**src/source/pipe_trace_pkg.sv**
```systemverilog
// pipeline trace types: cpu stage observations and the finished trace record
`default_nettype none

package pipe_trace_pkg;

    ////////////////////
    // basic words
    ////////////////////

    // data or address word of the traced cpu
    typedef logic [31:0] xlen_t;

    // free running cycle stamp
    typedef logic [31:0] cycle_t;

    // instruction sequence number, wraps
    typedef logic [15:0] seq_t;

    ////////////////////
    // cpu side observations
    ////////////////////

    // instruction fetched this cycle
    typedef struct packed {
        logic  valid;
        xlen_t pc;
        xlen_t instr;
    } fetch_obs_t;

    // per stage results, each one belongs to the instruction now in that stage
    typedef struct packed {
        xlen_t alu_result;
        xlen_t mem_addr;
        xlen_t wb_data;
    } stage_obs_t;

    // hazard controls, flush has priority
    typedef struct packed {
        logic stall;
        logic flush;
    } pipe_ctrl_t;

    ////////////////////
    // trace record
    ////////////////////

    // one retired instruction, 240 bits
    typedef struct packed {
        seq_t   seq;
        xlen_t  pc;
        xlen_t  instr;
        cycle_t fetch_cycle;
        xlen_t  alu_result;
        xlen_t  mem_addr;
        xlen_t  wb_data;
        cycle_t done_cycle;
    } trace_rec_t;

endpackage

`default_nettype wire

```
**src/source/apb_pkg.sv**
```systemverilog
// apb request and response structs plus the trace reader register map
`default_nettype none

package apb_pkg;

    typedef logic [7:0]  apb_addr_t;
    typedef logic [31:0] apb_data_t;

    // master to slave
    typedef struct packed {
        logic      psel;
        logic      penable;
        logic      pwrite;
        apb_addr_t paddr;
        apb_data_t pwdata;
    } apb_req_t;

    // slave to master
    typedef struct packed {
        apb_data_t prdata;
        logic      pready;
        logic      pslverr;
    } apb_rsp_t;

    ////////////////////
    // register map
    ////////////////////

    // status: level in [15:0], drops in [31:16]
    localparam apb_addr_t reg_status      = 8'h00;
    // fields of the fifo head
    localparam apb_addr_t reg_seq         = 8'h04;
    localparam apb_addr_t reg_pc          = 8'h08;
    localparam apb_addr_t reg_instr       = 8'h0c;
    localparam apb_addr_t reg_fetch_cycle = 8'h10;
    localparam apb_addr_t reg_alu         = 8'h14;
    localparam apb_addr_t reg_mem_addr    = 8'h18;
    localparam apb_addr_t reg_wb_data     = 8'h1c;
    localparam apb_addr_t reg_done_cycle  = 8'h20;
    // write only, any write pops the head
    localparam apb_addr_t reg_pop         = 8'h24;

endpackage

`default_nettype wire

```
**src/source/pipe_trace_tracker.sv**
```systemverilog
// follows each fetched instruction through a shadow five-stage pipeline and emits trace records
`default_nettype none

module pipe_trace_tracker (
    input  logic                       clk,
    input  logic                       rst,
    input  pipe_trace_pkg::fetch_obs_t fetch,
    input  pipe_trace_pkg::stage_obs_t stages,
    input  pipe_trace_pkg::pipe_ctrl_t ctrl,
    output logic                       push,
    output pipe_trace_pkg::trace_rec_t rec
);
    import pipe_trace_pkg::*;

    // slot indices of the shadow pipeline
    localparam int slot_if  = 0;
    localparam int slot_id  = 1;
    localparam int slot_ex  = 2;
    localparam int slot_mem = 3;
    localparam int slot_wb  = 4;

    logic [4:0] slot_v;
    trace_rec_t slot_r [0:4];

    cycle_t cycle_cnt;
    seq_t   seq_cnt;

    // front end moves only with neither stall nor flush
    logic advance;

    // records as they leave each slot, with that stage's field filled in
    trace_rec_t fetch_rec;
    trace_rec_t ex_out;
    trace_rec_t mem_out;
    trace_rec_t wb_out;

    assign advance = !ctrl.stall && !ctrl.flush;

    ////////////////////
    // record assembly
    ////////////////////

    always_comb begin
        // new entry, later stage fields filled on the way down
        fetch_rec             = '0;
        fetch_rec.seq         = seq_cnt;
        fetch_rec.pc          = fetch.pc;
        fetch_rec.instr       = fetch.instr;
        fetch_rec.fetch_cycle = cycle_cnt;

        // alu result belongs to whatever sits in ex right now
        ex_out            = slot_r[slot_ex];
        ex_out.alu_result = stages.alu_result;

        mem_out          = slot_r[slot_mem];
        mem_out.mem_addr = stages.mem_addr;

        // completion stamped on the edge that leaves wb
        wb_out            = slot_r[slot_wb];
        wb_out.wb_data    = stages.wb_data;
        wb_out.done_cycle = cycle_cnt;
    end

    ////////////////////
    // control state
    ////////////////////

    always_ff @(posedge clk) begin
        if (rst) begin
            slot_v    <= '0;
            cycle_cnt <= '0;
            seq_cnt   <= '0;
            push      <= 1'b0;
        end else begin
            // counts every edge, hazards included
            cycle_cnt <= cycle_cnt + 1'b1;

            // back end always drains
            push            <= slot_v[slot_wb];
            slot_v[slot_wb]  <= slot_v[slot_mem];
            slot_v[slot_mem] <= slot_v[slot_ex];

            if (ctrl.flush) begin
                // wrong path instructions vanish, their seq numbers stay used
                slot_v[slot_ex] <= 1'b0;
                slot_v[slot_id] <= 1'b0;
                slot_v[slot_if] <= 1'b0;
            end else if (ctrl.stall) begin
                // if and id hold, bubble into ex
                slot_v[slot_ex] <= 1'b0;
            end else begin
                slot_v[slot_ex] <= slot_v[slot_id];
                slot_v[slot_id] <= slot_v[slot_if];
                slot_v[slot_if] <= fetch.valid;
                if (fetch.valid) begin
                    seq_cnt <= seq_cnt + 1'b1;
                end
            end
        end
    end

    ////////////////////
    // payload
    ////////////////////

    // contents qualified by slot_v and push
    always_ff @(posedge clk) begin
        rec               <= wb_out;
        slot_r[slot_wb]   <= mem_out;
        slot_r[slot_mem]  <= ex_out;
        if (advance) begin
            slot_r[slot_ex] <= slot_r[slot_id];
            slot_r[slot_id] <= slot_r[slot_if];
            slot_r[slot_if] <= fetch_rec;
        end
    end

    // a record only comes out of an occupied wb slot, at least five edges after its fetch
    a_push_from_wb: assert property (
        @(posedge clk) disable iff (rst)
        push |-> ($past(slot_v[slot_wb]) && ((rec.done_cycle - rec.fetch_cycle) >= 32'd5))
    ) else $error("push without a valid wb slot");

    // stamps stay true cycle counts through hazards
    a_cycle_runs: assert property (
        @(posedge clk) disable iff (rst)
        (ctrl.stall || ctrl.flush) |=> (cycle_cnt == $past(cycle_cnt) + 1)
    ) else $error("cycle counter froze on stall or flush");

endmodule

`default_nettype wire

```
**src/source/trace_fifo.sv**
```systemverilog
// show-ahead ring buffer of trace records with fill level and overflow drop count
`default_nettype none

module trace_fifo #(
    parameter int DEPTH = 8
) (
    input  logic                            clk,
    input  logic                            rst,
    input  logic                            push,
    input  pipe_trace_pkg::trace_rec_t      rec,
    input  logic                            pop,
    output pipe_trace_pkg::trace_rec_t      head,
    output logic [$clog2(DEPTH+1)-1:0]      level,
    output logic [15:0]                     drops
);
    import pipe_trace_pkg::*;

    // pointer and level widths
    localparam int AW = $clog2(DEPTH);
    localparam int LW = $clog2(DEPTH + 1);

    trace_rec_t mem [0:DEPTH-1];

    logic [AW-1:0] wr_ptr;
    logic [AW-1:0] rd_ptr;

    logic full;
    // push lands when there is room, or a pop frees a slot on this edge
    logic wr_en;

    assign full  = (level == LW'(DEPTH));
    assign wr_en = push && (!full || pop);

    // head visible without a read strobe
    assign head = mem[rd_ptr];

    ////////////////////
    // pointers and counts
    ////////////////////

    always_ff @(posedge clk) begin
        if (rst) begin
            wr_ptr <= '0;
            rd_ptr <= '0;
            level  <= '0;
            drops  <= '0;
        end else begin
            if (wr_en) begin
                wr_ptr <= wr_ptr + 1'b1;
            end
            // pop already checked against level upstream
            if (pop) begin
                rd_ptr <= rd_ptr + 1'b1;
            end

            case ({wr_en, pop})
                2'b10:   level <= level + 1'b1;
                2'b01:   level <= level - 1'b1;
                default: level <= level;
            endcase

            // lost record, count saturates
            if (push && !wr_en && drops != 16'hffff) begin
                drops <= drops + 1'b1;
            end
        end
    end

    // storage
    always_ff @(posedge clk) begin
        if (wr_en) begin
            mem[wr_ptr] <= rec;
        end
    end

    // reader must never pop an empty buffer
    a_no_pop_empty: assert property (
        @(posedge clk) disable iff (rst)
        pop |-> (level != '0)
    ) else $error("pop while fifo empty");

    a_level_bound: assert property (
        @(posedge clk) disable iff (rst)
        level <= LW'(DEPTH)
    ) else $error("fifo level above depth");

endmodule

`default_nettype wire

```
**src/source/trace_apb_reader.sv**
```systemverilog
// apb slave that exposes the trace fifo head and status and pops the head on command
`default_nettype none

module trace_apb_reader #(
    parameter int DEPTH = 8
) (
    input  logic                        clk,
    input  logic                        rst,
    input  apb_pkg::apb_req_t           apb_req,
    output apb_pkg::apb_rsp_t           apb_rsp,
    input  pipe_trace_pkg::trace_rec_t  head,
    input  logic [$clog2(DEPTH+1)-1:0]  level,
    input  logic [15:0]                 drops,
    output logic                        pop
);
    import apb_pkg::*;
    import pipe_trace_pkg::*;

    // second cycle of a transfer, no wait states
    logic access;
    logic addr_hit;
    logic is_pop;
    logic empty;
    logic err;

    xlen_t rd_data;

    assign access = apb_req.psel && apb_req.penable;
    assign is_pop = (apb_req.paddr == reg_pop);
    assign empty  = (level == '0);

    ////////////////////
    // read decode
    ////////////////////

    always_comb begin
        rd_data  = '0;
        addr_hit = 1'b1;
        case (apb_req.paddr)
            reg_status:      rd_data = {drops, 16'(level)};
            reg_seq:         rd_data = 32'(head.seq);
            reg_pc:          rd_data = head.pc;
            reg_instr:       rd_data = head.instr;
            reg_fetch_cycle: rd_data = head.fetch_cycle;
            reg_alu:         rd_data = head.alu_result;
            reg_mem_addr:    rd_data = head.mem_addr;
            reg_wb_data:     rd_data = head.wb_data;
            reg_done_cycle:  rd_data = head.done_cycle;
            // write only, reads back zero
            reg_pop:         rd_data = '0;
            default:         addr_hit = 1'b0;
        endcase
    end

    // errors:
    // unmapped address
    // write to a read register
    // pop with nothing stored
    assign err = !addr_hit
               || (apb_req.pwrite && !is_pop)
               || (is_pop && apb_req.pwrite && empty);

    // single cycle strobe, takes effect at the edge closing the access phase
    assign pop = access && apb_req.pwrite && is_pop && !empty;

    ////////////////////
    // response
    ////////////////////

    always_comb begin
        apb_rsp.pready  = 1'b1;
        apb_rsp.pslverr = access && err;
        apb_rsp.prdata  = (access && !apb_req.pwrite) ? rd_data : '0;
    end

    // protocol check on the master side
    a_penable_with_psel: assert property (
        @(posedge clk) disable iff (rst)
        apb_req.penable |-> apb_req.psel
    ) else $error("penable without psel");

endmodule

`default_nettype wire

```
**src/source/pipe_trace_top.sv**
```systemverilog
// pipeline trace unit top: tracker feeds the trace fifo, apb reader drains it
`default_nettype none

module pipe_trace_top #(
    parameter int DEPTH = 8
) (
    input  logic                       clk,
    input  logic                       rst,
    input  pipe_trace_pkg::fetch_obs_t fetch,
    input  pipe_trace_pkg::stage_obs_t stages,
    input  pipe_trace_pkg::pipe_ctrl_t ctrl,
    input  apb_pkg::apb_req_t          apb_req,
    output apb_pkg::apb_rsp_t          apb_rsp
);
    import pipe_trace_pkg::*;

    // tracker to fifo
    logic       push;
    trace_rec_t rec;

    // fifo to reader
    trace_rec_t                   head;
    logic [$clog2(DEPTH+1)-1:0]   level;
    logic [15:0]                  drops;
    logic                         pop;

    // producer, never stalls the cpu
    pipe_trace_tracker u_tracker (
        .clk    (clk),
        .rst    (rst),
        .fetch  (fetch),
        .stages (stages),
        .ctrl   (ctrl),
        .push   (push),
        .rec    (rec)
    );

    // buffer, drops on overflow
    trace_fifo #(
        .DEPTH (DEPTH)
    ) u_fifo (
        .clk   (clk),
        .rst   (rst),
        .push  (push),
        .rec   (rec),
        .pop   (pop),
        .head  (head),
        .level (level),
        .drops (drops)
    );

    // consumer on the debug bus
    trace_apb_reader #(
        .DEPTH (DEPTH)
    ) u_reader (
        .clk     (clk),
        .rst     (rst),
        .apb_req (apb_req),
        .apb_rsp (apb_rsp),
        .head    (head),
        .level   (level),
        .drops   (drops),
        .pop     (pop)
    );

endmodule

`default_nettype wire

```
**config.mk**
```make
export PLATFORM = sky130hd
export DESIGN_NAME = pipe_trace_top
export DESIGN_NICKNAME = d
export VERILOG_FILES = /design/src/source/pipe_trace_pkg.sv /design/src/source/apb_pkg.sv /design/src/source/pipe_trace_tracker.sv /design/src/source/trace_fifo.sv /design/src/source/trace_apb_reader.sv /design/src/source/pipe_trace_top.sv
export SDC_FILE = /design/constraint.sdc
export NUM_CORES = 2
export LEC_CHECK = 0
export CAP_MARGIN = 0
export CORE_MARGIN = 5
export CORE_UTILIZATION = 55
export DETAILED_ROUTE_END_ITERATION = 8
export DONT_BUFFER_PORTS = 1
export GPL_ROUTABILITY_DRIVEN = 0
export PLACE_DENSITY = 0.68
export SYNTH_ARGS = -nofsm -noshare
export SYNTH_HDL_FRONTEND = slang
export SYNTH_SLANG_ARGS = --single-unit
```
**constraint.sdc**
```tcl
create_clock -name clk -period 46 [get_ports clk]
set_input_delay 4.6 -clock clk [delete_from_list [all_inputs] [get_ports clk]]
set_output_delay 4.6 -clock clk [all_outputs]
set_load 0.03 [all_outputs]
```
[Word-level counts from Yosys, hierarchy flattened]
Memory sizes are Yosys's and may differ from the RTL's. A register that Yosys moved wholly into a read port is not among the register bits.
Index checks and enable logic that the tools add are counted.
Storage, ports and cells
  flip-flop bits (word level): 144
  latch bits: 0
  memories: 2
  memory bits (read-only): 0
  memory bits (writable): 3120
  input port bits: 208
  logic and storage cells: 77
Memory list
  u_fifo.mem: depth 8, width 240, read ports 1, clocked after Yosys merged registers in 1, wr ports 1, line trace_fifo.sv:22  | trace_rec_t mem [0:DEPTH-1];
  u_tracker.slot_r: depth 5, width 240, read ports 5, clocked after Yosys merged registers in 1, wr ports 5, line pipe_trace_tracker.sv:23  | trace_rec_t slot_r [0:4];
Cells by class
  multiply operators: 0
  equal/unequal tests: 13
  bitwise operators: 2
  divide/modulo/power cells: 0
  mux-type cells: 10
  add/sub/neg operators: 7
  $lt $le $gt $ge: 0
  reductions and logical operators: 31
  shift-type cells: 0
Operators by type and width (number)
  32-bit case mux with 9 select lines: 1
  16-bit by 1-bit adder with 16-bit output, second input constant: 2
  32-bit by 1-bit adder with 32-bit output, second input constant: 1
  8-bit by 5-bit == test with 1-bit output, second input constant: 4
  32-bit 2-to-1 mux: 1
  8-bit by 4-bit == test with 1-bit output, second input constant: 2
  8-bit by 6-bit == test with 1-bit output, second input constant: 2
  16-bit inequality test, second input constant: 1
  1-bit logical AND: 13
  10-bit OR reduction: 1
  8-bit by 3-bit == test with 1-bit output, second input constant: 1
  1-bit logical NOT: 8
  8-bit logical NOT: 1
  4-bit case mux with 2 select lines: 1
  3-bit by 1-bit adder with 3-bit output, second input constant: 2
  3-bit 2-to-1 mux: 2
  1-bit 2-to-1 mux: 5
  4-bit by 1-bit adder with 4-bit output, second input constant: 1
  4-bit == test, second input constant: 1
  4-bit logical NOT: 1
  4-bit by 1-bit subtractor with 4-bit output, second input constant: 1
  1-bit logical OR: 3
  3-bit AND reduction: 1
  3-bit OR reduction: 1
  5 further kinds: 6

[Longest topological paths before layout]
  depth in word-level cells: 9
  depth in mapped cells: 11

[Cells and area by module]
A second synthesis with hierarchy kept.
Unflattened totals
  cell total of the unflattened synthesis: 4435
  area total of the unflattened synthesis: 99409.1 um^2
By module, submodules not included
  trace_fifo: cells each 2944, times used 1, area an instance 73135.1 um^2
  pipe_trace_tracker: cells each 1165, times used 1, area an instance 23742.8 um^2
  trace_apb_reader: cells each 326, times used 1, area an instance 2531.2 um^2

[Worst setup path before layout]
OpenSTA, ideal clock, no wires.
  kind: input-to-reg
  start point: input apb_req[36] in the netlist's numbering
  end point: memory u_fifo.mem[0][0] in the netlist's numbering (enable)
  data required time: 44865 ps
  library setup time: 1135 ps
  stages: 6
  arrival: 22176 ps
  buffers on the path: 1
  slack: 22689 ps
  path through: or4b_1 buf_2 o31ai_2 nand2_1 or2_1 nor3_1
Between the ends
  longest elaborated chain between the ends: 7
RTL lines
  start: declaration: line pipe_trace_top.sv:12  | input apb_pkg::apb_req_t apb_req,
  8-bit by 6-bit == test with 1-bit output: line trace_apb_reader.sv:29  | assign is_pop = (apb_req.paddr == reg_pop);
  1-bit logical AND (2 in a row): line trace_apb_reader.sv:64  | assign pop = access && apb_req.pwrite && is_pop && !empty;
  1-bit logical OR: line trace_fifo.sv:32  | assign wr_en = push && (!full || pop);
  1-bit logical AND: line trace_fifo.sv:32
  1-bit 2-to-1 mux: line trace_fifo.sv:71  | if (wr_en) begin
  1-bit 2-to-1 mux (implied by the code): line trace_fifo.sv:72  | mem[wr_ptr] <= rec;
  end: declaration: line trace_fifo.sv:22
No other way between the ends.

==> metrics.md <==
| Metric | Value |
|---|---|
| HPWL Detailed | `110100 um` |
| Final hold vios | `0` |
| Worst EP arrival | `8270 ps` |
| Post-synth EDFFs | `2256` |
| Cells after synthesis | `4357` |
| Wire length per cell | `28.21 um` |
| Clock slew at reported path FFs | `60 ps` |
| Largest area contributor in the netlist | `edfxtp_1` |
| # port buffers | `0` |
| Chip height | `432.1 um` |
| Worst hold slack | `298.6 ps` |
| Initial drt markers | `4391` |
| Max-cap violations | `0` |
| First-pass GRT wire length | `295400 um` |
| Largest cells by area after synthesis | `edfxtp_1 (69%), dfxtp_1 (13%), mux4_2 (11%), mux2i_1 (2.5%), o22ai_1 (0.70%)` |
| Final Cycle Share | `0.2798` |
| Status | `finished, final reports clean` |
| CTS Buffer Depth | `4` |
| Area of placed instances | `101000 um2` |
| Clock skew | `36.77 ps` |
| Placed Cells | `6611` |
| Gr usage total | `0.2170` |
| Initial Util | `0.5511` |
| CTS tree | `built` |
| Post-synthesis async set-or-reset flop share | `0` |
| Yosys Warn Count | `0` |
| CTS Root Cell | `clkbuf_16` |
| Post-synthesis sequential area ratio | `0.8226` |
| Max Fclk | `77.69 MHz` |
| Max-slew headroom | `0.2713` |
| Req. time, crit path | `41400 ps` |
| Number of synthesized register bits | `2899` |
| Largest net degree at the start of global routing | `125` |
| Slew Limit Fails | `0` |
| Crit-path leading delay family | `simple AND/OR/NAND/NOR gates` |
| Post-CTS setup repair buffer count | `0` |
| Clk_lat worst skew | `900 ps` |
| TritonCTS buffer count | `297` |
| Crit path kind | `in -> out` |
| Die area | `186700 um2` |
| Worst Path Buf+Inv | `1` |
| Vias in the first global route | `43360` |
| GR Overflow Total | `0` |
| Synth top area share | `0.6912` |
| DR pass1 iterations | `7` |
| Maximum VDD drop | `38.54 uV` |
| Most frequent CP cell | `nor4_1` |
| Post-layout min period | `12870 ps` |
| Total chip power | `5.199 mW` |
| Post-synthesis area per instance | `22.49 um2` |
| Syn-to-layout area delta | `12.79%` |
| Net Count, Synth | `4573` |
| CTS Sinks | `2899` |
| Hold crit path type | `reg -> reg` |
| Final wirelength | `201500 um` |
| Vias | `42230` |
| Post-Syn Area | `98010 um2` |
| DRC | `0` |
| Leakage power | `34.65 nW` |
| H-tree Lvls | `5` |
| Setup crit end kind | `output port` |
| Post-synthesis cell type count | `55` |
| Pwr/cell area | `47.03 nW/um2` |
| Die span in x | `432.1 um` |
| Core outline area | `177800 um2` |
| Commonest register cell after synthesis | `edfxtp_1` |
| CP Max Fanout | `26` |
| Post-route cell area | `110500 um2` |
| IO Pins | `242` |
| Row cnt | `155` |
| Layout Cells excl Fill | `7143` |
| Share of cells above drive strength 1 | `0.2086` |
| Setup TNS | `0 ps` |
| Startpoint types | `input pin` |
| Crit-path slowest cell | `nor4_1` |
| Crit path largest cell delay | `810 ps` |
| Least-Margin Pin Slew | `1063 ps` |
| Count leader, synth | `edfxtp_1` |
| Final setup viols | `0` |
| Post-CTS sizing | `0` |
| DR vias/cell | `5.912` |
| Initial antenna violation count | `14` |
| Top post-synthesis cells by count | `edfxtp_1 (2256), dfxtp_1 (643), mux4_2 (480)` |
| Antenna-violating nets left | `0` |
| Hold buffer count at CTS | `0` |
| Critical Path, Cell by Cell | `nor4_1, nand4_1, buf_4, o22ai_1, nor4_1, nor2_1` |
| RSZ-0062 raised after global routing | `no` |
| Final layout net count | `4771` |
-- sequential cells by signal, summed over array words and instances (netlist names), named ones only --
| register | flops |
|---|---|
| u_fifo.mem | 1920 |
| u_tracker.slot_r | 656 |
| u_tracker.rec | 240 |
| u_tracker.cycle_cnt | 32 |
| u_fifo.drops | 16 |
| u_tracker.seq_cnt | 16 |
| u_tracker.slot_v | 5 |
| u_fifo.level | 4 |
| u_fifo.rd_ptr | 3 |
| u_fifo.wr_ptr | 3 |
| u_tracker.push | 1 |
-- worst reg2reg max path: cells and delay by family, from the launching register on --
family | cells | cell delay, ps
simple gates | 3 | 1390
flops | 1 | 510
compound gates | 1 | 150
buf+inv | 4 | 3340
-- layout make-up --
cell class / count / area [um2]
Antenna cell: 9 / 22.52
Clock buffer: 428 / 8574
Clock inverter: 95 / 947.2
Fill cell: 11780 / 67300
Inverter: 16 / 60.06
Multi-Input combinational cell: 1263 / 16670
Sequential cell: 2899 / 80630
Tap cell: 2355 / 2947
Timing Repair Buffer: 78 / 698.2
-- metrics by stage --
stage / utilization / worst slack (ps)
2_1_floorplan: - / 22690
3_3_place_gp: 0.5679 / 33070
3_5_place_dp: 0.5679 / 33110
4_1_cts: 0.6215 / 33090
5_1_grt: 0.6216 / 33090
6_report: 0.6216 / 33130
-- power breakdown --
group	leakage [nW]	switching (mW)	total [mW]	internal, mW
sequential	25.9	0.0233	2.86	2.84
clock	4.67	0.936	2.33	1.39
combinational	4.08	0.00854	0.0100	0.00147
total	34.6	0.968	5.20	4.23
-- logic make-up (layout without fill, tap and decap cells) --
kind of cell	count (synthesis)	in the layout	share of synthesized area
flip-flops	2899	2899	0.8226
multiplexers	725	725	0.1353
AND/OR/NAND/NOR	298	298	0.01555
buffers and inverters	195	617	0.008502
AO/OA/AOI/OAI	177	177	0.01210
XOR/XNOR	54	54	0.004826
adder cells (fa/ha/maj)	8	8	0.001098
other	1	10	0.00003826
-- metal layers --
| metal | up-vias | share of wire | GRT usage |
|---|---|---|---|
| met5 | - | 0 | 0 |
| met2 | 1411 | 0.51 | 0.3578 |
| met4 | 0 | 0.031 | 0.07170 |
| met3 | 348 | 0.057 | 0.03540 |
| li1 | 18180 | - | - |
| met1 | 22290 | 0.41 | 0.3011 |
-- path summary, 6_finish.rpt --
| check | from | endpoint | slack [ps] | cells past startpoint |
|---|---|---|---|---|
| setup / recovery | apb_req[36] | apb_rsp[20] | 33130 | 6 |
| hold reg to reg | u_tracker.slot_r[4][237] | u_tracker.rec[237] | 300 | 0 |
| setup reg to reg | u_fifo.level[1] | u_fifo.mem[3][121] | 40210 | 8 |
| hold / removal | u_tracker.slot_r[4][237] | u_tracker.rec[237] | 300 | 0 |
-- cell usage in the layout (no fill, tap or decap), types with 35 or more instances in the layout --
cell type,count
clkinv_2,36
xnor2_1,35
clkbuf_16,313
nor2_1,101
mux2i_1,244
mux4_2,480
edfxtp_1,2256
o22ai_1,109
clkbuf_1,84
dfxtp_1,640
buf_4,69
nor4_1,39
(Power assumes the default switching activity.)
